[src/riscv_isa_pkg.sv]
////////////////////
// RV32I base subset only. No fence, csr or compressed encodings.
////////////////////
package riscv_isa_pkg;

  localparam int xlen = 32;

  typedef enum logic [6:0] {
    op_lui    = 7'b0110111,
    op_auipc  = 7'b0010111,
    op_jal    = 7'b1101111,
    op_jalr   = 7'b1100111,
    op_branch = 7'b1100011,
    op_load   = 7'b0000011,
    op_store  = 7'b0100011,
    op_op_imm = 7'b0010011,
    op_op     = 7'b0110011,
    op_system = 7'b1110011
  } opcode_e;

  // Branch conditions.
  localparam logic [2:0] br_beq  = 3'b000;
  localparam logic [2:0] br_bne  = 3'b001;
  localparam logic [2:0] br_blt  = 3'b100;
  localparam logic [2:0] br_bge  = 3'b101;
  localparam logic [2:0] br_bltu = 3'b110;
  localparam logic [2:0] br_bgeu = 3'b111;

  // Access sizes. Bit 2 marks a zero-extended load.
  localparam logic [2:0] size_byte   = 3'b000;
  localparam logic [2:0] size_half   = 3'b001;
  localparam logic [2:0] size_word   = 3'b010;
  localparam logic [2:0] size_byte_u = 3'b100;
  localparam logic [2:0] size_half_u = 3'b101;

  // ALU functions.
  localparam logic [2:0] alu_add  = 3'b000;
  localparam logic [2:0] alu_sll  = 3'b001;
  localparam logic [2:0] alu_slt  = 3'b010;
  localparam logic [2:0] alu_sltu = 3'b011;
  localparam logic [2:0] alu_xor  = 3'b100;
  localparam logic [2:0] alu_srl  = 3'b101;
  localparam logic [2:0] alu_or   = 3'b110;
  localparam logic [2:0] alu_and  = 3'b111;

  // Selects sub and sra.
  localparam logic [6:0] alt_funct7 = 7'b0100000;

  typedef struct packed {
    logic [6:0] funct7;
    logic [4:0] rs2;
    logic [4:0] rs1;
    logic [2:0] funct3;
    logic [4:0] rd;
    opcode_e    opcode;
  } r_type_t;

  typedef struct packed {
    logic [11:0] imm;
    logic [4:0]  rs1;
    logic [2:0]  funct3;
    logic [4:0]  rd;
    opcode_e     opcode;
  } i_type_t;

  typedef struct packed {
    logic [6:0] imm_hi;
    logic [4:0] rs2;
    logic [4:0] rs1;
    logic [2:0] funct3;
    logic [4:0] imm_lo;
    opcode_e    opcode;
  } s_type_t;

  // Branch offset bits are scattered around the register fields.
  typedef struct packed {
    logic       imm_12;
    logic [5:0] imm_10_5;
    logic [4:0] rs2;
    logic [4:0] rs1;
    logic [2:0] funct3;
    logic [3:0] imm_4_1;
    logic       imm_11;
    opcode_e    opcode;
  } b_type_t;

  typedef struct packed {
    logic [19:0] imm;
    logic [4:0]  rd;
    opcode_e     opcode;
  } u_type_t;

  typedef struct packed {
    logic       imm_20;
    logic [9:0] imm_10_1;
    logic       imm_11;
    logic [7:0] imm_19_12;
    logic [4:0] rd;
    opcode_e    opcode;
  } j_type_t;

  typedef union packed {
    r_type_t r;
    i_type_t i;
    s_type_t s;
    b_type_t b;
    u_type_t u;
    j_type_t j;
  } instr_t;

endpackage

[src/riscv_core_pkg.sv]
////////////////////
// Byte addresses are 16 bits. RAM depth must be a power of two.
////////////////////
package riscv_core_pkg;

  localparam int addr_width = 16;
  localparam int ram_words = 1024;
  localparam int ram_index_width = $clog2(ram_words);

  typedef logic [31:0] word_t;
  typedef logic [addr_width-1:0] addr_t;

  localparam addr_t reset_pc = '0;

  typedef enum logic [3:0] {
    st_reset,
    st_fetch_0,
    st_fetch_1,
    st_decode,
    st_alu_wb,
    st_alu_rr,
    st_branch,
    st_load_wait,
    st_store_0,
    st_store_1,
    st_halted,
    st_error
  } state_e;

endpackage

[src/data_req_if.sv]
////////////////////
// One-cycle strobes. Read data is valid the cycle after bus_enable.
////////////////////
interface data_req_if;
  riscv_core_pkg::addr_t addr;
  // Register value, not yet placed in its lane.
  riscv_core_pkg::word_t wdata;
  logic [2:0] size;
  logic bus_enable;
  logic write_enable;
  // Aligned and extended.
  riscv_core_pkg::word_t rdata;

  modport ctrl (
    output addr, wdata, size, bus_enable, write_enable,
    input rdata
  );

  modport lsu (
    input addr, wdata, size, bus_enable, write_enable,
    output rdata
  );
endinterface

[src/ram_bus_if.sv]
////////////////////
// No back-pressure. The RAM always answers in one cycle.
////////////////////
interface ram_bus_if;
  logic [riscv_core_pkg::addr_width-3:0] word_addr;
  riscv_core_pkg::word_t wdata;
  // Active high, one bit per byte lane.
  logic [3:0] byte_enable;
  logic bus_enable;
  logic write_enable;
  riscv_core_pkg::word_t rdata;

  modport lsu (
    output word_addr, wdata, byte_enable, bus_enable, write_enable,
    input rdata
  );

  modport mem (
    input word_addr, wdata, byte_enable, bus_enable, write_enable,
    output rdata
  );
endinterface

[src/load_store_unit.sv]
////////////////////
// Halfwords must not cross a word. Load data is valid one cycle after the request.
////////////////////
module load_store_unit (
  input logic     raw_clk,
  data_req_if.lsu req,
  ram_bus_if.lsu  ram
);

  logic [1:0]  offset_q;
  logic [2:0]  size_q;
  logic [7:0]  lane_byte;
  logic [15:0] lane_half;

  assign ram.word_addr = req.addr[riscv_core_pkg::addr_width-1:2];
  assign ram.bus_enable = req.bus_enable;
  assign ram.write_enable = req.write_enable;

  // Store value copied into every lane. Byte enables pick the one written.
  always_comb begin
    case (req.size)
      riscv_isa_pkg::size_byte:
        begin
          ram.wdata = {4{req.wdata[7:0]}};
          ram.byte_enable = 4'b0001 << req.addr[1:0];
        end
      riscv_isa_pkg::size_half:
        begin
          ram.wdata = {2{req.wdata[15:0]}};
          ram.byte_enable = req.addr[1] ? 4'b1100 : 4'b0011;
        end
      default:
        begin
          ram.wdata = req.wdata;
          ram.byte_enable = 4'b1111;
        end
    endcase
  end

  // Lane and size of a read, kept for the data cycle.
  always_ff @(posedge raw_clk) begin
    if (req.bus_enable && !req.write_enable)
    begin
      offset_q <= req.addr[1:0];
      size_q <= req.size;
    end
  end

  assign lane_byte = ram.rdata[8*offset_q +: 8];
  assign lane_half = offset_q[1] ? ram.rdata[31:16] : ram.rdata[15:0];

  always_comb begin
    case (size_q)
      riscv_isa_pkg::size_byte:   req.rdata = {{24{lane_byte[7]}}, lane_byte};
      riscv_isa_pkg::size_byte_u: req.rdata = {24'b0, lane_byte};
      riscv_isa_pkg::size_half:   req.rdata = {{16{lane_half[15]}}, lane_half};
      riscv_isa_pkg::size_half_u: req.rdata = {16'b0, lane_half};
      // Words and instruction fetches pass unchanged.
      default:                    req.rdata = ram.rdata;
    endcase
  end

endmodule

[src/flat_wrapper.sv]
// flat-port wrapper written by rule: the top's interface ports become plain ports
module load_store_unit_flat 
  (raw_clk, req_addr, req_wdata, req_size, req_bus_enable, req_write_enable, req_rdata, ram_word_addr, ram_wdata, ram_byte_enable, ram_bus_enable, ram_write_enable, ram_rdata);
  data_req_if req_i ();
  ram_bus_if ram_i ();
  input logic raw_clk;
  input wire logic [$bits(req_i.addr)-1:0] req_addr;
  input wire logic [$bits(req_i.wdata)-1:0] req_wdata;
  input wire logic [$bits(req_i.size)-1:0] req_size;
  input wire logic [$bits(req_i.bus_enable)-1:0] req_bus_enable;
  input wire logic [$bits(req_i.write_enable)-1:0] req_write_enable;
  output wire logic [$bits(req_i.rdata)-1:0] req_rdata;
  output wire logic [$bits(ram_i.word_addr)-1:0] ram_word_addr;
  output wire logic [$bits(ram_i.wdata)-1:0] ram_wdata;
  output wire logic [$bits(ram_i.byte_enable)-1:0] ram_byte_enable;
  output wire logic [$bits(ram_i.bus_enable)-1:0] ram_bus_enable;
  output wire logic [$bits(ram_i.write_enable)-1:0] ram_write_enable;
  input wire logic [$bits(ram_i.rdata)-1:0] ram_rdata;
  assign req_i.addr = req_addr;
  assign req_i.wdata = req_wdata;
  assign req_i.size = req_size;
  assign req_i.bus_enable = req_bus_enable;
  assign req_i.write_enable = req_write_enable;
  assign req_rdata = req_i.rdata;
  assign ram_word_addr = ram_i.word_addr;
  assign ram_wdata = ram_i.wdata;
  assign ram_byte_enable = ram_i.byte_enable;
  assign ram_bus_enable = ram_i.bus_enable;
  assign ram_write_enable = ram_i.write_enable;
  assign ram_i.rdata = ram_rdata;
  load_store_unit u_core (.raw_clk(raw_clk), .req(req_i), .ram(ram_i));
endmodule
[config.mk]
export PLATFORM = sky130hd
export DESIGN_NAME = load_store_unit_flat
export DESIGN_NICKNAME = d
export VERILOG_FILES = /design/src/riscv_isa_pkg.sv /design/src/riscv_core_pkg.sv /design/src/data_req_if.sv /design/src/ram_bus_if.sv /design/src/load_store_unit.sv /design/src/flat_wrapper.sv
export SDC_FILE = /design/constraint.sdc
export NUM_CORES = 1
export LEC_CHECK = 0
export CORE_MARGIN = 10
export CORE_UTILIZATION = 37
export CTS_CLUSTER_DIAMETER = 150
export DETAILED_ROUTE_END_ITERATION = 12
export DONT_BUFFER_PORTS = 1
export PLACE_DENSITY_LB_ADDON = 0.12
export SYNTH_ARGS = -nofsm -noshare
export SYNTH_HDL_FRONTEND = slang
export SYNTH_SLANG_ARGS = --single-unit
[constraint.sdc]
create_clock -name raw_clk -period 3.2 [get_ports raw_clk]
set_clock_uncertainty 0.2 [all_clocks]
set_input_delay 0.32 -clock raw_clk [delete_from_list [all_inputs] [get_ports raw_clk]]
set_output_delay 0.32 -clock raw_clk [all_outputs]
set_load 0.01 [all_outputs]
### Yosys cells after proc, flatten, opt, wreduce, memory -nomap -nowiden

Index checks and enable logic that the tools add are counted.
Widths: inputs -> output; s select.

* shift-type cells: 2
* multiplexer cells: 5
* equality and inequality tests: 4
* reductions and logical operators: 4

Operators by type and width (number)
* $pmux 32 s4: 1
* $pmux 32 s2: 1
* $shiftx 32x6->8: 1
* $mux 16: 1
* $pmux 4 s2: 1
* $eq 3x1->1 const B: 2
* $eq 3x3->1 const B: 2
* $logic_not 3->1: 2
* $mux 4: 1
* $shl 1x2->4 const A: 1
* $logic_and 1x1->1: 1
* $logic_not 1->1: 1

* input port bits: 86
* output and inout port bits: 84
* bits in registers: 5
* word-level logic and storage cells: 17

### Logic depth before layout (Yosys ltp)

* word-level depth: 2
* mapped depth: 6
* depth with buffers taken out: 4

### Least setup slack after synthesis

Ideal clock, no wire load.

* path type: reg2out
* from: register u_core.offset_q[1]
* to: output port req_rdata[17]
* path buffers: 2
* arrival time: 1.493 ns
* cell stages (with the launch flop): 7
* data required time: 2.680 ns
* path slack: 1.187 ns
* cells stage by stage: edfxtp_1 -> buf_6 -> mux4_2 -> nand2_2 -> o311a_4 -> buf_6 -> a21oi_1

* cells in the longest elaborated chain, start to end: 2
* elaborated cells on any way between the ends: 3
* classes of those cells: 1 x shift; 2 x mux

Ends and longest elaborated chain
* start: declaration: RTL line load_store_unit.sv:10 `logic [1:0] offset_q;`
* start signal: assignment: RTL line load_store_unit.sv:44 `offset_q <= req.addr[1:0];`
* $shiftx 32x6->8 / $mux 16 (equally long branches): RTL line load_store_unit.sv:49, load_store_unit.sv:50
* $pmux 32 s4 (*): RTL line load_store_unit.sv:53 `case (size_q)`
* end: declaration: RTL line flat_wrapper.sv:12 `output wire logic [$bits(req_i.rdata)-1:0] req_rdata;`

Every way passes the cells marked *; elsewhere a longest branch is shown, timed or not.

### Worst setup path after layout

* from: register u_core.size_q[0]
* to: output port req_rdata[2]

* cells in the longest elaborated chain, start to end: 2
* elaborated cells on any way between the ends: 5
* classes of those cells: 3 x eq/ne; 1 x mux; 1 x reduce/logical

Ends and longest elaborated chain
* start: declaration: RTL line load_store_unit.sv:11 `logic [2:0] size_q;`
* start signal: assignment: RTL line load_store_unit.sv:45 `size_q <= req.size;`
* $eq 3x3->1, or another cell as far along: RTL line load_store_unit.sv:53
* $pmux 32 s4 (*): RTL line load_store_unit.sv:53

Marked as above.

==> impl_metrics.ini <==
[clock_tree]
cts.clk_slew.worst_paths_ns = 0.03
cts_buffers = 3
h-tree-depth = 1
cts_tree = yes
cts_max_path_buffers = 2
cts.sinks = 5
post_cts_resized = 0
root_buffer = clkbuf_8

[sta]
relSlewSlack_pct = 52.0
grt_setup_unrepaired = false
fin_ws_ns = 0.774
finalHoldViolations = 0
period_minus_slack_ns = 2.43
setup_viol_count_final = 0
tns_ns = 0
slew_viol_final = 0
worst_pin_slew_ns = 0.712
fin_crit_sh_pct = 75.8
max_freq_mhz = 412

[synthesis]
synth.ff_latch_count = 5
synth_cell_types = 29
synth_nets = 274
syn_inst = 188
syn-cell-area_sq_um = 1360
ys_warn_count = 0
avgSynthCellArea_sq_um = 7.24
ys_seq_area_share_pct = 11.0

[cells_and_area]
n_fill_cell = 379
drive_gt1_share_pct = 20.0
fin_nets = 252
final_common_cell = a21oi_1
layout_common_cells = 28 x a21oi_1, 22 x mux2_2, 18 x inv_1
diodes = 0
area_delta_synth_final_pct = -4.41

[detailed_routing]
postRouteAntennaNets = 0
first_iter_violations = 89
routed_wl_um = 5070
via_per_inst = 6.10
drtPass1Iterations = 4
drc = 0
num_vias = 1287
wl_per_cell_um = 24.0

[global_routing]
antenna_found_initial = 0
grt_first_pass_wirelength_um = 7290
grt_max_degree = 36
grt_pass1_vias = 1332
track_usage_pct = 13.6
grt_remaining_overflow = 0

[place]
gp_congestion = 0.819
pre_cts_slack_ns = 1.01
hpwl_um = 4260
port_buffers = 0

[setup_path]
cp-end-kind = primary output
critPathMaxStageDelay_ns = 0.49
crit_family = compound AO/OA/AOI/OAI gates
start_kind = register
critPathLaunch = u_core.size_q[0]
path_buf_inv = 1
crit_required_ns = 2.68
arrival_ns = 1.91
crit_path_frequent_cell = nor2b_1
path_cells = nor2b_1, buf_4, nor2b_1, a22oi_1, o21ai_0
cp_max_fo = 11
endpoint = req_rdata[2]
cp_slowest_cell = edfxtp_1
path_depth = 5
worst-setup-path-type = register to primary output

[pwr]
irDropWorstVdd_v = 0.000163
power.density_nw_per_um2 = 305
leakagePower_nw = 0.538
finalPower_uw = 396

[min_path]
hold_class = primary input to register
hp-start = req_write_enable

[job]
drv_cap = 0

[status]
status = finished, final reports clean

[die]
die_h_um = 80.7
dieArea_sq_um = 6510
start_util_pct = 39.5
rows = 21
io_pins = 170
core_area_sq_um = 3440
die_w_um = 80.7
==> registers in the layout, summed over array words and instances, names as in the netlist <==
name	count
u_core.size_q	3
u_core.offset_q	2
==> routing by layer <==
| metal | wire length, um | share of wire [%] | track usage (%) | vias to the layer above |
|---|---|---|---|---|
| li1 | - | - | - | 595 |
| met1 | 1690 | 33 | 13.6 | 585 |
| met2 | 2520 | 50 | 23.6 | 93 |
| met3 | 787 | 16 | 7.57 | 14 |
| met4 | 70 | 1.4 | 3.81 | 0 |
| met5 | 0 | 0 | 0 | - |
==> timing repair <==
action | CTS | global route
buffers inserted | 0 | 0
hold endpoints to repair | 5 | 0
hold buffers | 5 | 0
==> how the worst min path moves through the flow <==
stage | end | slack, ns | depth (start not counted)
detailed placement | u_core.offset_q[0] | 0.22 | 0
global route | u_core.size_q[0] | 0.19 | 1
CTS | u_core.size_q[2] | 0.18 | 1
global placement | u_core.offset_q[0] | 0.22 | 0
finish | u_core.offset_q[0] | 0.18 | 1
floorplan | u_core.offset_q[0] | 0.22 | 0
==> power breakdown <==
part | total, mW | switching, mW | internal [mW]
clock | 0.114 | 0.0285 | 0.0853
sequential | 0.0815 | 0.00376 | 0.0777
combinational | 0.201 | 0.126 | 0.0748
total | 0.396 | 0.159 | 0.238
==> synthesized netlist by cell type <==
| library cell | count | area (sq um) |
|---|---|---|
| a21oi_1 | 28 | 140 |
| mux2_2 | 22 | 248 |
| nor3_2 | 1 | 10.0 |
| clkbuf_2 | 1 | 5.00 |
| a32oi_1 | 1 | 8.76 |
| nand2_1 | 11 | 41.3 |
| a2bb2oi_1 | 2 | 17.5 |
| o22ai_1 | 1 | 6.26 |
| buf_6 | 2 | 22.5 |
| nand2_2 | 1 | 6.26 |
| edfxtp_1 | 5 | 150 |
| nor3_1 | 2 | 10.0 |
| a211o_1 | 1 | 8.76 |
| o21ai_0 | 13 | 65.1 |
| nor2b_1 | 5 | 31.3 |
| buf_2 | 1 | 5.00 |
| a22oi_1 | 6 | 45.0 |
| a21o_1 | 1 | 7.51 |
| o311a_4 | 1 | 21.3 |
| clkinv_1 | 1 | 3.75 |
| a221o_1 | 4 | 40.0 |
| nand2b_1 | 1 | 6.26 |
| buf_4 | 24 | 180 |
| nor2_1 | 15 | 56.3 |
| mux4_2 | 1 | 22.5 |
| a211oi_1 | 2 | 15.0 |
| clkbuf_1 | 8 | 30.0 |
| inv_1 | 18 | 67.6 |
| mux2i_1 | 9 | 90.1 |
==> cells by family (layout without fill, tap and decap cells) <==
kind of cell,Yosys count,count (layout),share of synthesized area [%]
DFF,5,5,11.0
AOI/OAI and AO/OA,60,60,27.6
buffers and inverters,55,32,23.1
muxes,32,32,26.5
and+or+nand+nor,36,36,11.9
==> through the flow <==
| stage | std cells | hold WS (ns) | util [%] | instance area [sq um] |
|---|---|---|---|---|
| after global placement | 202 | 0.219 | 35.0 | 1210 |
| after CTS | 211 | 0.178 | 37.8 | 1300 |
| final | 211 | 0.177 | 37.8 | 1300 |
| after global routing | 211 | 0.187 | 37.8 | 1300 |
| after detailed placement | 202 | 0.219 | 35.0 | 1210 |
| after floorplan | 188 | 0.219 | - | 1360 |
==> area by class of cell <==
type | instances | area (sq um) | area share (%)
multi-input combinational | 128 | 897 | 68.9
sequential | 5 | 150 | 11.5
timing repair buffer | 9 | 80.1 | 6.15
inverter | 19 | 71.3 | 5.48
tap | 46 | 57.6 | 4.42
clock buffer | 4 | 45.0 | 3.46
(Power assumes the default switching activity.)
