## config.mk

```make
export PLATFORM = sky130hd
export DESIGN_NAME = core_control_flat
export DESIGN_NICKNAME = d
export VERILOG_FILES = /design/src/riscv_isa_pkg.sv /design/src/riscv_core_pkg.sv /design/src/data_req_if.sv /design/src/register_file.sv /design/src/alu.sv /design/src/core_control.sv /design/src/flat_wrapper.sv
export SDC_FILE = /design/constraint.sdc
export NUM_CORES = 2
export LEC_CHECK = 0
export ABC_AREA = 1
export BUFFER_PORTS_ARGS = -buffer_cell sky130_fd_sc_hd__buf_2
export CORE_ASPECT_RATIO = 1.4
export CORE_UTILIZATION = 37
export CTS_CLUSTER_DIAMETER = 40
export CTS_CLUSTER_SIZE = 8
export DETAILED_ROUTE_END_ITERATION = 8
export GPL_ROUTABILITY_DRIVEN = 0
export PLACE_DENSITY = 0.49
export SKIP_CTS_REPAIR_TIMING = 1
export SLEW_MARGIN = 20
export SYNTH_ARGS = -nofsm -noshare
export SYNTH_HDL_FRONTEND = slang
export SYNTH_SLANG_ARGS = --single-unit
```

## constraint.sdc

```tcl
create_clock -name raw_clk -period 5.3 [get_ports raw_clk]
set_input_delay 0.795 -clock raw_clk [delete_from_list [all_inputs] [get_ports raw_clk]]
set_output_delay 0.795 -clock raw_clk [all_outputs]
set_load 0.02 [all_outputs]
```

## src/riscv_isa_pkg.sv

```systemverilog
////////////////////
// RV32I base subset only. No fence, csr or compressed encodings.
////////////////////
package riscv_isa_pkg;

  localparam int xlen = 32;

  typedef enum logic [6:0] {
    op_lui    = 7'b0110111,
    op_auipc  = 7'b0010111,
    op_jal    = 7'b1101111,
    op_jalr   = 7'b1100111,
    op_branch = 7'b1100011,
    op_load   = 7'b0000011,
    op_store  = 7'b0100011,
    op_op_imm = 7'b0010011,
    op_op     = 7'b0110011,
    op_system = 7'b1110011
  } opcode_e;

  // Branch conditions.
  localparam logic [2:0] br_beq  = 3'b000;
  localparam logic [2:0] br_bne  = 3'b001;
  localparam logic [2:0] br_blt  = 3'b100;
  localparam logic [2:0] br_bge  = 3'b101;
  localparam logic [2:0] br_bltu = 3'b110;
  localparam logic [2:0] br_bgeu = 3'b111;

  // Access sizes. Bit 2 marks a zero-extended load.
  localparam logic [2:0] size_byte   = 3'b000;
  localparam logic [2:0] size_half   = 3'b001;
  localparam logic [2:0] size_word   = 3'b010;
  localparam logic [2:0] size_byte_u = 3'b100;
  localparam logic [2:0] size_half_u = 3'b101;

  // ALU functions.
  localparam logic [2:0] alu_add  = 3'b000;
  localparam logic [2:0] alu_sll  = 3'b001;
  localparam logic [2:0] alu_slt  = 3'b010;
  localparam logic [2:0] alu_sltu = 3'b011;
  localparam logic [2:0] alu_xor  = 3'b100;
  localparam logic [2:0] alu_srl  = 3'b101;
  localparam logic [2:0] alu_or   = 3'b110;
  localparam logic [2:0] alu_and  = 3'b111;

  // Selects sub and sra.
  localparam logic [6:0] alt_funct7 = 7'b0100000;

  typedef struct packed {
    logic [6:0] funct7;
    logic [4:0] rs2;
    logic [4:0] rs1;
    logic [2:0] funct3;
    logic [4:0] rd;
    opcode_e    opcode;
  } r_type_t;

  typedef struct packed {
    logic [11:0] imm;
    logic [4:0]  rs1;
    logic [2:0]  funct3;
    logic [4:0]  rd;
    opcode_e     opcode;
  } i_type_t;

  typedef struct packed {
    logic [6:0] imm_hi;
    logic [4:0] rs2;
    logic [4:0] rs1;
    logic [2:0] funct3;
    logic [4:0] imm_lo;
    opcode_e    opcode;
  } s_type_t;

  // Branch offset bits are scattered around the register fields.
  typedef struct packed {
    logic       imm_12;
    logic [5:0] imm_10_5;
    logic [4:0] rs2;
    logic [4:0] rs1;
    logic [2:0] funct3;
    logic [3:0] imm_4_1;
    logic       imm_11;
    opcode_e    opcode;
  } b_type_t;

  typedef struct packed {
    logic [19:0] imm;
    logic [4:0]  rd;
    opcode_e     opcode;
  } u_type_t;

  typedef struct packed {
    logic       imm_20;
    logic [9:0] imm_10_1;
    logic       imm_11;
    logic [7:0] imm_19_12;
    logic [4:0] rd;
    opcode_e    opcode;
  } j_type_t;

  typedef union packed {
    r_type_t r;
    i_type_t i;
    s_type_t s;
    b_type_t b;
    u_type_t u;
    j_type_t j;
  } instr_t;

endpackage

```

## src/riscv_core_pkg.sv

```systemverilog
////////////////////
// Byte addresses are 16 bits. RAM depth must be a power of two.
////////////////////
package riscv_core_pkg;

  localparam int addr_width = 16;
  localparam int ram_words = 1024;
  localparam int ram_index_width = $clog2(ram_words);

  typedef logic [31:0] word_t;
  typedef logic [addr_width-1:0] addr_t;

  localparam addr_t reset_pc = '0;

  typedef enum logic [3:0] {
    st_reset,
    st_fetch_0,
    st_fetch_1,
    st_decode,
    st_alu_wb,
    st_alu_rr,
    st_branch,
    st_load_wait,
    st_store_0,
    st_store_1,
    st_halted,
    st_error
  } state_e;

endpackage

```

## src/data_req_if.sv

```systemverilog
////////////////////
// One-cycle strobes. Read data is valid the cycle after bus_enable.
////////////////////
interface data_req_if;
  riscv_core_pkg::addr_t addr;
  // Register value, not yet placed in its lane.
  riscv_core_pkg::word_t wdata;
  logic [2:0] size;
  logic bus_enable;
  logic write_enable;
  // Aligned and extended.
  riscv_core_pkg::word_t rdata;

  modport ctrl (
    output addr, wdata, size, bus_enable, write_enable,
    input rdata
  );

  modport lsu (
    input addr, wdata, size, bus_enable, write_enable,
    output rdata
  );
endinterface

```

## src/register_file.sv

```systemverilog
////////////////////
// No reset. Registers hold X until first written.
////////////////////
module register_file (
  input  logic                  raw_clk,
  input  logic [4:0]            rs1_addr,
  input  logic [4:0]            rs2_addr,
  input  logic [4:0]            rd_addr,
  input  logic                  rd_write,
  input  riscv_core_pkg::word_t rd_data,
  output riscv_core_pkg::word_t rs1_data,
  output riscv_core_pkg::word_t rs2_data,
  output riscv_core_pkg::word_t x6_data
);

  riscv_core_pkg::word_t regs [32];

  always_ff @(posedge raw_clk) begin
    if (rd_write)
      regs[rd_addr] <= rd_data;
  end

  // x0 reads as zero whatever the array holds.
  assign rs1_data = (rs1_addr == '0) ? '0 : regs[rs1_addr];
  assign rs2_data = (rs2_addr == '0) ? '0 : regs[rs2_addr];

  // Debug view.
  assign x6_data = regs[6];

endmodule

```

## src/alu.sv

```systemverilog
////////////////////
// Purely combinational. Shift amount is the low five bits of b.
////////////////////
module alu (
  input  logic [2:0]            funct3,
  input  logic                  alt,
  input  logic                  use_alt,
  input  riscv_core_pkg::word_t a,
  input  riscv_core_pkg::word_t b,
  output riscv_core_pkg::word_t result,
  output logic                  branch_taken
);

  logic [$clog2(riscv_isa_pkg::xlen)-1:0] shamt;
  logic alt_sel;

  assign shamt = b[$clog2(riscv_isa_pkg::xlen)-1:0];
  // Ignored for addi, whose immediate can carry bit 30.
  assign alt_sel = alt && use_alt;

  always_comb begin
    case (funct3)
      riscv_isa_pkg::alu_add:  result = alt_sel ? a - b : a + b;
      riscv_isa_pkg::alu_sll:  result = a << shamt;
      riscv_isa_pkg::alu_slt:  result = riscv_core_pkg::word_t'($signed(a) < $signed(b));
      riscv_isa_pkg::alu_sltu: result = riscv_core_pkg::word_t'(a < b);
      riscv_isa_pkg::alu_xor:  result = a ^ b;
      riscv_isa_pkg::alu_srl:
        begin
          if (alt_sel)
            result = $signed(a) >>> shamt;
          else
            result = a >> shamt;
        end
      riscv_isa_pkg::alu_or:   result = a | b;
      default:                 result = a & b;
    endcase
  end

  // Branch compare on the same operands.
  always_comb begin
    case (funct3)
      riscv_isa_pkg::br_beq:  branch_taken = (a == b);
      riscv_isa_pkg::br_bne:  branch_taken = (a != b);
      riscv_isa_pkg::br_blt:  branch_taken = ($signed(a) < $signed(b));
      riscv_isa_pkg::br_bge:  branch_taken = ($signed(a) >= $signed(b));
      riscv_isa_pkg::br_bltu: branch_taken = (a < b);
      riscv_isa_pkg::br_bgeu: branch_taken = (a >= b);
      default:                branch_taken = 1'b0;
    endcase
  end

endmodule

```

## src/core_control.sv

```systemverilog
////////////////////
// One instruction at a time. Misaligned accesses are not trapped.
////////////////////
module core_control (
  input  logic                  raw_clk,
  input  logic                  button_reset,
  input  logic                  button_halt,
  data_req_if.ctrl              bus,
  output logic                  halted,
  output logic                  error,
  output riscv_core_pkg::addr_t pc,
  output riscv_core_pkg::word_t reg6_value
);

  riscv_core_pkg::state_e state;
  riscv_core_pkg::addr_t pc_current;
  riscv_isa_pkg::instr_t ir;
  riscv_core_pkg::word_t operand;
  riscv_core_pkg::word_t result;

  riscv_core_pkg::word_t imm_i;
  riscv_core_pkg::word_t imm_s;
  riscv_core_pkg::word_t imm_b;
  riscv_core_pkg::word_t imm_u;
  riscv_core_pkg::word_t imm_j;
  riscv_core_pkg::word_t rs1_data;
  riscv_core_pkg::word_t rs2_data;
  riscv_core_pkg::word_t alu_result;
  riscv_core_pkg::word_t ea;
  riscv_core_pkg::word_t rd_data;
  riscv_core_pkg::addr_t jal_target;
  riscv_core_pkg::addr_t branch_target;
  logic branch_taken;
  logic writeback;
  logic rd_write;

  // Immediates, one per format view.
  assign imm_i = {{20{ir.i.imm[11]}}, ir.i.imm};
  assign imm_s = {{20{ir.s.imm_hi[6]}}, ir.s.imm_hi, ir.s.imm_lo};
  assign imm_b = {{19{ir.b.imm_12}}, ir.b.imm_12, ir.b.imm_11, ir.b.imm_10_5,
                  ir.b.imm_4_1, 1'b0};
  assign imm_u = {ir.u.imm, 12'b0};
  assign imm_j = {{11{ir.j.imm_20}}, ir.j.imm_20, ir.j.imm_19_12, ir.j.imm_11,
                  ir.j.imm_10_1, 1'b0};

  // Effective address for loads, stores and jalr.
  assign ea = rs1_data + ((ir.r.opcode == riscv_isa_pkg::op_store) ? imm_s : imm_i);
  assign jal_target = pc_current + riscv_core_pkg::addr_t'(imm_j);
  assign branch_target = pc_current + riscv_core_pkg::addr_t'(imm_b);

  // Fetch is a word read, stores go out from the latched address.
  assign bus.bus_enable = (state == riscv_core_pkg::st_fetch_0)
                       || (state == riscv_core_pkg::st_store_0)
                       || (state == riscv_core_pkg::st_decode
                           && ir.r.opcode == riscv_isa_pkg::op_load);
  assign bus.write_enable = (state == riscv_core_pkg::st_store_0);
  assign bus.addr = (state == riscv_core_pkg::st_fetch_0) ? pc
                  : (state == riscv_core_pkg::st_store_0) ? riscv_core_pkg::addr_t'(result)
                  : riscv_core_pkg::addr_t'(ea);
  assign bus.size = (state == riscv_core_pkg::st_fetch_0) ? riscv_isa_pkg::size_word
                  : ir.i.funct3;
  assign bus.wdata = operand;

  assign halted = (state == riscv_core_pkg::st_halted);
  assign error = (state == riscv_core_pkg::st_error);

  always_comb begin
    rd_data = result;
    writeback = 1'b0;
    case (state)
      riscv_core_pkg::st_decode:
        begin
          writeback = 1'b1;
          case (ir.r.opcode)
            riscv_isa_pkg::op_lui:   rd_data = imm_u;
            riscv_isa_pkg::op_auipc: rd_data = riscv_core_pkg::word_t'(pc_current) + imm_u;
            // Link value, pc is already past this instruction.
            riscv_isa_pkg::op_jal,
            riscv_isa_pkg::op_jalr:  rd_data = riscv_core_pkg::word_t'(pc);
            default:                 writeback = 1'b0;
          endcase
        end
      riscv_core_pkg::st_alu_wb: writeback = 1'b1;
      riscv_core_pkg::st_load_wait:
        begin
          rd_data = bus.rdata;
          writeback = 1'b1;
        end
      default: writeback = 1'b0;
    endcase
  end

  // x0 is never written.
  assign rd_write = writeback && (ir.r.rd != '0);

  always_ff @(posedge raw_clk) begin
    if (!button_reset)
    begin
      state <= riscv_core_pkg::st_reset;
      pc <= riscv_core_pkg::reset_pc;
    end
    else if (!button_halt)
      state <= riscv_core_pkg::st_halted;
    else
    begin
      case (state)
        riscv_core_pkg::st_reset: state <= riscv_core_pkg::st_fetch_0;
        riscv_core_pkg::st_fetch_0:
          begin
            pc_current <= pc;
            pc <= pc + riscv_core_pkg::addr_t'(4);
            state <= riscv_core_pkg::st_fetch_1;
          end
        riscv_core_pkg::st_fetch_1:
          begin
            ir <= bus.rdata;
            state <= riscv_core_pkg::st_decode;
          end
        riscv_core_pkg::st_decode:
          begin
            operand <= rs2_data;
            state <= riscv_core_pkg::st_fetch_0;
            case (ir.r.opcode)
              riscv_isa_pkg::op_lui, riscv_isa_pkg::op_auipc: ;
              riscv_isa_pkg::op_jal: pc <= jal_target;
              riscv_isa_pkg::op_jalr: pc <= {ea[riscv_core_pkg::addr_width-1:2], 2'b00};
              riscv_isa_pkg::op_branch: state <= riscv_core_pkg::st_branch;
              riscv_isa_pkg::op_load: state <= riscv_core_pkg::st_load_wait;
              riscv_isa_pkg::op_store:
                begin
                  result <= ea;
                  state <= riscv_core_pkg::st_store_0;
                end
              riscv_isa_pkg::op_op_imm:
                begin
                  result <= alu_result;
                  state <= riscv_core_pkg::st_alu_wb;
                end
              riscv_isa_pkg::op_op: state <= riscv_core_pkg::st_alu_rr;
              riscv_isa_pkg::op_system: state <= riscv_core_pkg::st_halted;
              default: state <= riscv_core_pkg::st_error;
            endcase
          end
        riscv_core_pkg::st_alu_rr:
          begin
            result <= alu_result;
            state <= riscv_core_pkg::st_alu_wb;
          end
        riscv_core_pkg::st_branch:
          begin
            if (branch_taken)
              pc <= branch_target;
            state <= riscv_core_pkg::st_fetch_0;
          end
        riscv_core_pkg::st_store_0: state <= riscv_core_pkg::st_store_1;
        riscv_core_pkg::st_alu_wb,
        riscv_core_pkg::st_load_wait,
        riscv_core_pkg::st_store_1: state <= riscv_core_pkg::st_fetch_0;
        // halted and error are sticky
        default: state <= state;
      endcase
    end
  end

  register_file register_file_i (
    .raw_clk  (raw_clk),
    .rs1_addr (ir.r.rs1),
    .rs2_addr (ir.r.rs2),
    .rd_addr  (ir.r.rd),
    .rd_write (rd_write),
    .rd_data  (rd_data),
    .rs1_data (rs1_data),
    .rs2_data (rs2_data),
    .x6_data  (reg6_value)
  );

  // Immediate operand only while decoding op_imm.
  alu alu_i (
    .funct3       (ir.r.funct3),
    .alt          (ir.r.funct7 == riscv_isa_pkg::alt_funct7),
    .use_alt      ((ir.r.opcode == riscv_isa_pkg::op_op)
                   || (ir.r.funct3 == riscv_isa_pkg::alu_sll)
                   || (ir.r.funct3 == riscv_isa_pkg::alu_srl)),
    .a            (rs1_data),
    .b            ((state == riscv_core_pkg::st_decode) ? imm_i : operand),
    .result       (alu_result),
    .branch_taken (branch_taken)
  );

endmodule

```

## src/flat_wrapper.sv

```systemverilog
// flat-port wrapper written by rule: the top's interface ports become plain ports
module core_control_flat 
  (raw_clk, button_reset, button_halt, halted, error, pc, reg6_value, bus_addr, bus_wdata, bus_size, bus_bus_enable, bus_write_enable, bus_rdata);
  data_req_if bus_i ();
  input  logic raw_clk;
  input  logic button_reset;
  input  logic button_halt;
  output logic halted;
  output logic error;
  output riscv_core_pkg::addr_t pc;
  output riscv_core_pkg::word_t reg6_value;
  output wire logic [$bits(bus_i.addr)-1:0] bus_addr;
  output wire logic [$bits(bus_i.wdata)-1:0] bus_wdata;
  output wire logic [$bits(bus_i.size)-1:0] bus_size;
  output wire logic [$bits(bus_i.bus_enable)-1:0] bus_bus_enable;
  output wire logic [$bits(bus_i.write_enable)-1:0] bus_write_enable;
  input wire logic [$bits(bus_i.rdata)-1:0] bus_rdata;
  assign bus_addr = bus_i.addr;
  assign bus_wdata = bus_i.wdata;
  assign bus_size = bus_i.size;
  assign bus_bus_enable = bus_i.bus_enable;
  assign bus_write_enable = bus_i.write_enable;
  assign bus_i.rdata = bus_rdata;
  core_control u_core (.raw_clk(raw_clk), .button_reset(button_reset), .button_halt(button_halt), .bus(bus_i), .halted(halted), .error(error), .pc(pc), .reg6_value(reg6_value));
endmodule
```

## Word level (Yosys, flattened, before mapping)

Memory sizes are Yosys's and may differ from the RTL's. A register that Yosys moved wholly into a read port is not among the register bits.
Cells that the tools add are included.

| storage, ports and cells | value |
|---|---|
| memories | 1 |
| output and inout bits | 103 |
| bits in read-only memories | 0 |
| bits in writable memories | 1024 |
| latch bits | 0 |
| word-level logic and storage cells | 109 |
| register bits after elaboration | 100 |
| input port bits | 35 |

| cells by class | value |
|---|---|
| equal/unequal tests | 35 |
| add/sub/neg operators | 7 |
| multiplexer cells | 25 |
| divide/modulo/power cells | 0 |
| bitwise operators | 3 |
| magnitude comparators | 4 |
| shift operators | 3 |
| reductions and logical operators | 25 |
| $mul | 0 |

Memory list:

| name | depth | width | rd ports | clocked after memory_dff | write ports | line | text |
|---|---|---|---|---|---|---|---|
| u_core.register_file_i.regs | 32 | 32 | 3 | 2 | 1 | register_file.sv:16 | `riscv_core_pkg::word_t regs [32];` |

Operator list:

| operator | number |
|---|---|
| $pmux W32 S7 | 1 |
| $pmux W32 S2 | 3 |
| $mux W32 | 4 |
| $pmux W32 S3 | 1 |
| $add A32 B32 Y32 | 2 |
| $ge A32 B32 Y1 | 2 |
| $lt A32 B32 Y1 | 2 |
| $mux W16 | 3 |
| $pmux W16 S3 | 1 |
| $add A16 B16 Y16 | 2 |
| $add A16 B32 Y32 | 1 |
| $and A32 B32 Y32 | 1 |
| $eq A32 B32 Y1 | 1 |
| $ne A32 B32 Y1 | 1 |
| $or A32 B32 Y32 | 1 |
| $pmux W16 S2 | 1 |
| $shl A32 B5 Y32 | 1 |
| $shr A32 B5 Y32 | 1 |
| $sshr A32 B5 Y32 | 1 |
| $sub A32 B32 Y32 | 1 |
| $xor A32 B32 Y32 | 1 |
| $eq A7 B6 Y1 const B | 4 |
| $eq A7 B7 Y1 const B | 4 |
| $pmux W4 S7 | 1 |
| 36 further kinds | 61 |

## Depth between registers and ports, before layout

| depth | value |
|---|---|
| depth in word-level cells | 8 |
| mapped depth | 33 |
| depth with buffers taken out | 30 |

## Hierarchy

From an unflattened synthesis, not the netlist that was laid out.

| unflattened totals | value |
|---|---|
| cells, all modules | 9512 |
| area total of the unflattened synthesis | 72902.4 um2 |

Modules (own cells, without submodules):

| module | seq. area each (um2) | instances | cells an instance | area each (um2) |
|---|---|---|---|---|
| register_file | 30749.5 | 1 | 5956 | 52130.0 |
| core_control | 3763.6 | 1 | 1623 | 11149.4 |
| alu | 0.0 | 1 | 1933 | 9623.0 |

## Worst setup path before layout

No wires, ideal clock.

| timing path | value |
|---|---|
| kind | register to output |
| start | register (tool-made name) |
| end | output port bus_addr[14] |
| slack | 1.094 ns |
| stages on the path, launching flop included | 26 |
| arrival time | 3.411 ns |
| data required time | 4.505 ns |
| path buffers | 3 |
| path through | dfxtp_1 > buf_6 > inv_8 > buf_4 > buf_4 > o21ai_1 > nand2_1 > o211ai_1 > nand2_1 > nand3_1 > nand3_2 > inv_1 > ha_1 > inv_1 > fa_1 > nand3b_1 > nand2_1 > nand2_1 > nand2_1 > nand2_1 > nand2_1 > nand4_1 > nand2_1 > xor2_1 > nor2_1 > o22ai_1 |

RTL lines:

| item | line | text |
|---|---|---|
| end, declared | flat_wrapper.sv:12 | `output wire logic [$bits(bus_i.addr)-1:0] bus_addr;` |

==> summary.txt <==
Outcome
  – Outcome: finished with violations
  – Violated checks: setup timing

Clocking
  – Worst-skew pair later-pin latency: 0.82 ns
  – Total CTS buffers: 188
  – H-tree Lvls: 4
  – Cell at the root of the clock tree: sky130_fd_sc_hd__clkbuf_16
  – Clock tree from TritonCTS: yes
  – Total number of clock tree sinks: between 1k and 1.5k
  – Worst-path clk slew: approximately 0.050 ns
  – Buffer depth of the longest clock path: 4

Detailed routing
  – DRT antenna net count: 0
  – 1st-iter DRT viols: 9132
  – Total DRC errors in the routed layout: 0
  – Routed WL per cell: 29.3 µm
  – First-pass detailed-route iteration total: 9
  – Vias: 69.1k
  – Vias/cell: approximately 6.1
  – Total wirelength of the detailed-routed design: 333 mm

Layout
  – Net count of the finished layout: between 8k and 9k
  – Share of final-layout standard cells stronger than drive strength 1: a little over an eighth
  – Area added between synthesis and finish: 19.0%
  – Total of fill cells in the finished design: 18.4k

Pwr
  – Net Sw Power: 0.00680 W
  – Internal power: 0.0182 W
  – Worst vdd rail ir drop: 0.000259 V
  – Fraction of power consumed by combinational cells: between 10% and 20%
  – Power density over cell area: 301 nW/µm²
  – Switching power share of the total: 27.2%
  – Proportion of power drawn by the clock network: roughly 44%
  – Leak Pwr: 32.5 nW
  – Fraction of power consumed by sequential logic: between 40% and 50%

Logic synthesis
  – Count of cell types in the netlist: 66
  – Adder and majority gate portion of the synthesized area: 2.90%
  – Dominant cell by count in the synthesized netlist: sky130_fd_sc_hd__nand2_1
  – Post-synthesis cell area: around 70000 µm²
  – Post-synth EDFFs: 1136
  – Cell type with the highest aggregate area in the netlist: sky130_fd_sc_hd__edfxtp_1
  – Top cells by instance count after synthesis: sky130_fd_sc_hd__nand2_1, sky130_fd_sc_hd__nand3_1, sky130_fd_sc_hd__edfxtp_1
  – Mean Syn Cell Area: around 8.3 µm²
  – Main combinational cell family by area after synthesis: simple AND/OR/NAND/NOR gates
  – Area share of and/or/nand/nor cells after synthesis: 27.9%
  – Synthesized flop and latch total: ~1.2k
  – Share of flip-flops with an asynchronous set or reset: 0%
  – Multiplexer fraction of the synthesized cell area: less than 1%
  – Fraction of the mapped netlist area in compound gates: 12.5%
  – Synth warn: 0
  – Portion of the post-synthesis area used by sequential elements: about half
  – Fraction of synthesized cell area taken by the top area cell type: 48.9%
  – Prevailing post-synth register cell: sky130_fd_sc_hd__edfxtp_1
  – Gate count after technology mapping: between 8k and 9k
  – Leading cell types by total area after synthesis: sky130_fd_sc_hd__edfxtp_1, sky130_fd_sc_hd__nand2_1, sky130_fd_sc_hd__nand3_1
  – Share of the synthesized netlist area taken by xor and xnor gates: 0.588%

STA
  – Final-report setup violation count: 3
  – Highest achievable clock rate: approximately 180 MHz
  – Final TNS setup: -0.232 ns
  – Clock Skews: roughly 0.054 ns
  – Worst hold margin: 0.186 ns
  – Endpoints failing hold: 0
  – Post-layout minimum cycle time: 5.46 ns
  – Slew Limit Headroom: 24.5%
  – RSZ-0062 raised after global routing: true
  – Measured slew at the worst slew-check pin: 1.13 ns
  – Period utilization: 103%
  – Least setup slack across all paths after layout: -0.164 ns
  – Final count of pins violating max slew: 0

Die
  – FP Rows: roughly 190
  – Floorplan die area: 190000 µm²
  – Die Width: 369 µm
  – Std-Cell Core Area: 187000 µm²
  – Die height: ~520 µm
  – Initial Utilization: 37.3%
  – IO Count: 138

Critical path
  – Worst Setup Start Kind: flop
  – Critical Path RT: 4.51 ns
  – Type of element capturing the critical path: primary output
  – Flop2flop setup slack: approximately 0.13 ns
  – Worst path arrival time: 4.67 ns
  – Setup CP Type: flop to primary output
  – Highest fanout seen on the critical path: 22

Min path
  – Min-delay worst type: primary input to flop
  – Origin of the worst min-delay path: bus_rdata[3]

Global route
  – Vias in the first global route: 65.8k
  – Overall fraction of global-route tracks in use: 33.4%
  – Pin count of the biggest net entering global routing: 148
  – Antenna violations before repair: 15
  – Total grt overflow: 0
  – First-pass GRT wire length: 463 mm

Place
  – Hpwl dp: ~210 mm
  – Port buffer count: 137

Job
  – Max cap viols: 0
==> power groups by stage <==
stage                     combinational [W]  sequential (W)  clock, W
after floorplan                     0.00190          0.0103         0
final                               0.00379          0.0101    0.0111
after global routing                0.00400          0.0101    0.0115
after CTS                           0.00344          0.0101    0.0112
after global placement              0.00342          0.0103         0
after detailed placement            0.00343          0.0103         0
==> logic make-up (layout without fill, tap and decap cells) <==
logic type	Yosys count	after routing
AND/OR/NAND/NOR	4608	4608
AO/OA/AOI/OAI	1498	1498
flip-flops	1161	1161
buffers and inverters	977	1372
adder cells (fa/ha/maj)	158	158
XOR/XNOR	46	46
multiplexers	2	2
other	1	34
==> flip-flops by register name, indices dropped and copies added (netlist names), named ones only <==
register	count
u_core.bus.wdata	32
u_core.register_file_i.regs	1024
u_core.state	4
u_core.result	32
u_core.pc	16
u_core.ir	32
u_core.pc_current	16
==> final timing paths <==
path,to,cells past startpoint
setup reg to reg,u_core.result[19]$_DFFE_PP_,27
hold reg to reg,u_core.pc_current[8]$_DFFE_PP_,0
setup / recovery,bus_addr[14],24
hold / removal,u_core.ir[3]$_DFFE_PP_,1
==> layout make-up <==
class                   instances  area [µm²]  area share (%)
flip-flops and latches       1161       34600            41.7
clock inverters                42         487           0.587
repair inverters                4        75.1          0.0905
diodes                          2        5.00         0.00603
multi-input cells            6344       31800            38.3
clock buffers                 222        4870            5.87
well taps                    2470        3090            3.72
repair buffers                704        6460            7.79
inverters                     400        1590            1.92
==> layer usage <==
layer,track usage [%],part of all wire (%),vias to the layer above,wire length [µm]
li1,-,-,30129,-
met1,40.3,37,33563,122000
met3,5.73,9.4,1112,31200
met4,21.9,7.8,8,25900
met5,0,0.021,-,69
met2,54.5,46,4289,154000
==> stage by stage <==
stage                     area (µm²)  util [%]  std cells  setup slack [ns]  total power [W]
final                          83000      44.3      11349            -0.164           0.0250
after CTS                      81200      43.4      11285            -0.785           0.0248
after global placement         75800      40.5      11021            0.0922           0.0137
after detailed placement       75800      40.5      11021             0.111           0.0137
after global routing           83000      44.3      11348            -0.226           0.0256
after floorplan                69900         -       8482              1.09           0.0122
==> worst max-delay path, cell delays in order (launching register included) <==
cell                       delay, ns
sky130_fd_sc_hd__dfxtp_4        0.35
sky130_fd_sc_hd__buf_4          0.17
sky130_fd_sc_hd__buf_4          0.19
sky130_fd_sc_hd__buf_16         0.18
sky130_fd_sc_hd__nand2_1        0.07
sky130_fd_sc_hd__nand3_1        0.08
sky130_fd_sc_hd__nand3_1        0.08
sky130_fd_sc_hd__nand2_1        0.11
sky130_fd_sc_hd__nand2_1        0.10
sky130_fd_sc_hd__nand3_2        0.20
sky130_fd_sc_hd__nand3_2        0.17
sky130_fd_sc_hd__fa_2           0.39
sky130_fd_sc_hd__nand3b_1       0.22
sky130_fd_sc_hd__nand2_2        0.11
sky130_fd_sc_hd__nand2_2        0.05
sky130_fd_sc_hd__nand2_2        0.08
sky130_fd_sc_hd__nand2_2        0.07
sky130_fd_sc_hd__nand2_4        0.08
sky130_fd_sc_hd__buf_6          0.11
sky130_fd_sc_hd__nand4_1        0.11
sky130_fd_sc_hd__nand2_2        0.16
sky130_fd_sc_hd__xor2_4         0.25
sky130_fd_sc_hd__nor2_1         0.07
sky130_fd_sc_hd__o22ai_1        0.21
sky130_fd_sc_hd__buf_4          0.18
==> layout by cell type, fill, tap and decap left out, drive strengths merged, types with 25 or more instances in the layout <==
cell,synthesis,layout
nand2,2283,2283
nand3,1333,1333
edfxtp,1136,1136
nor2,847,847
o21ai,771,771
buf,295,686
inv,392,392
a21oi,242,242
clkbuf,282,240
o22ai,175,175
ha,152,152
o221ai,120,120
o211ai,57,57
nor3,49,49
nand4,44,44
xor2,39,39
clkinv,8,38
a41oi,34,34
conb,1,32
or2,27,27
dfxtp,25,25
Note: power is estimated with default switching activity, not from simulation.
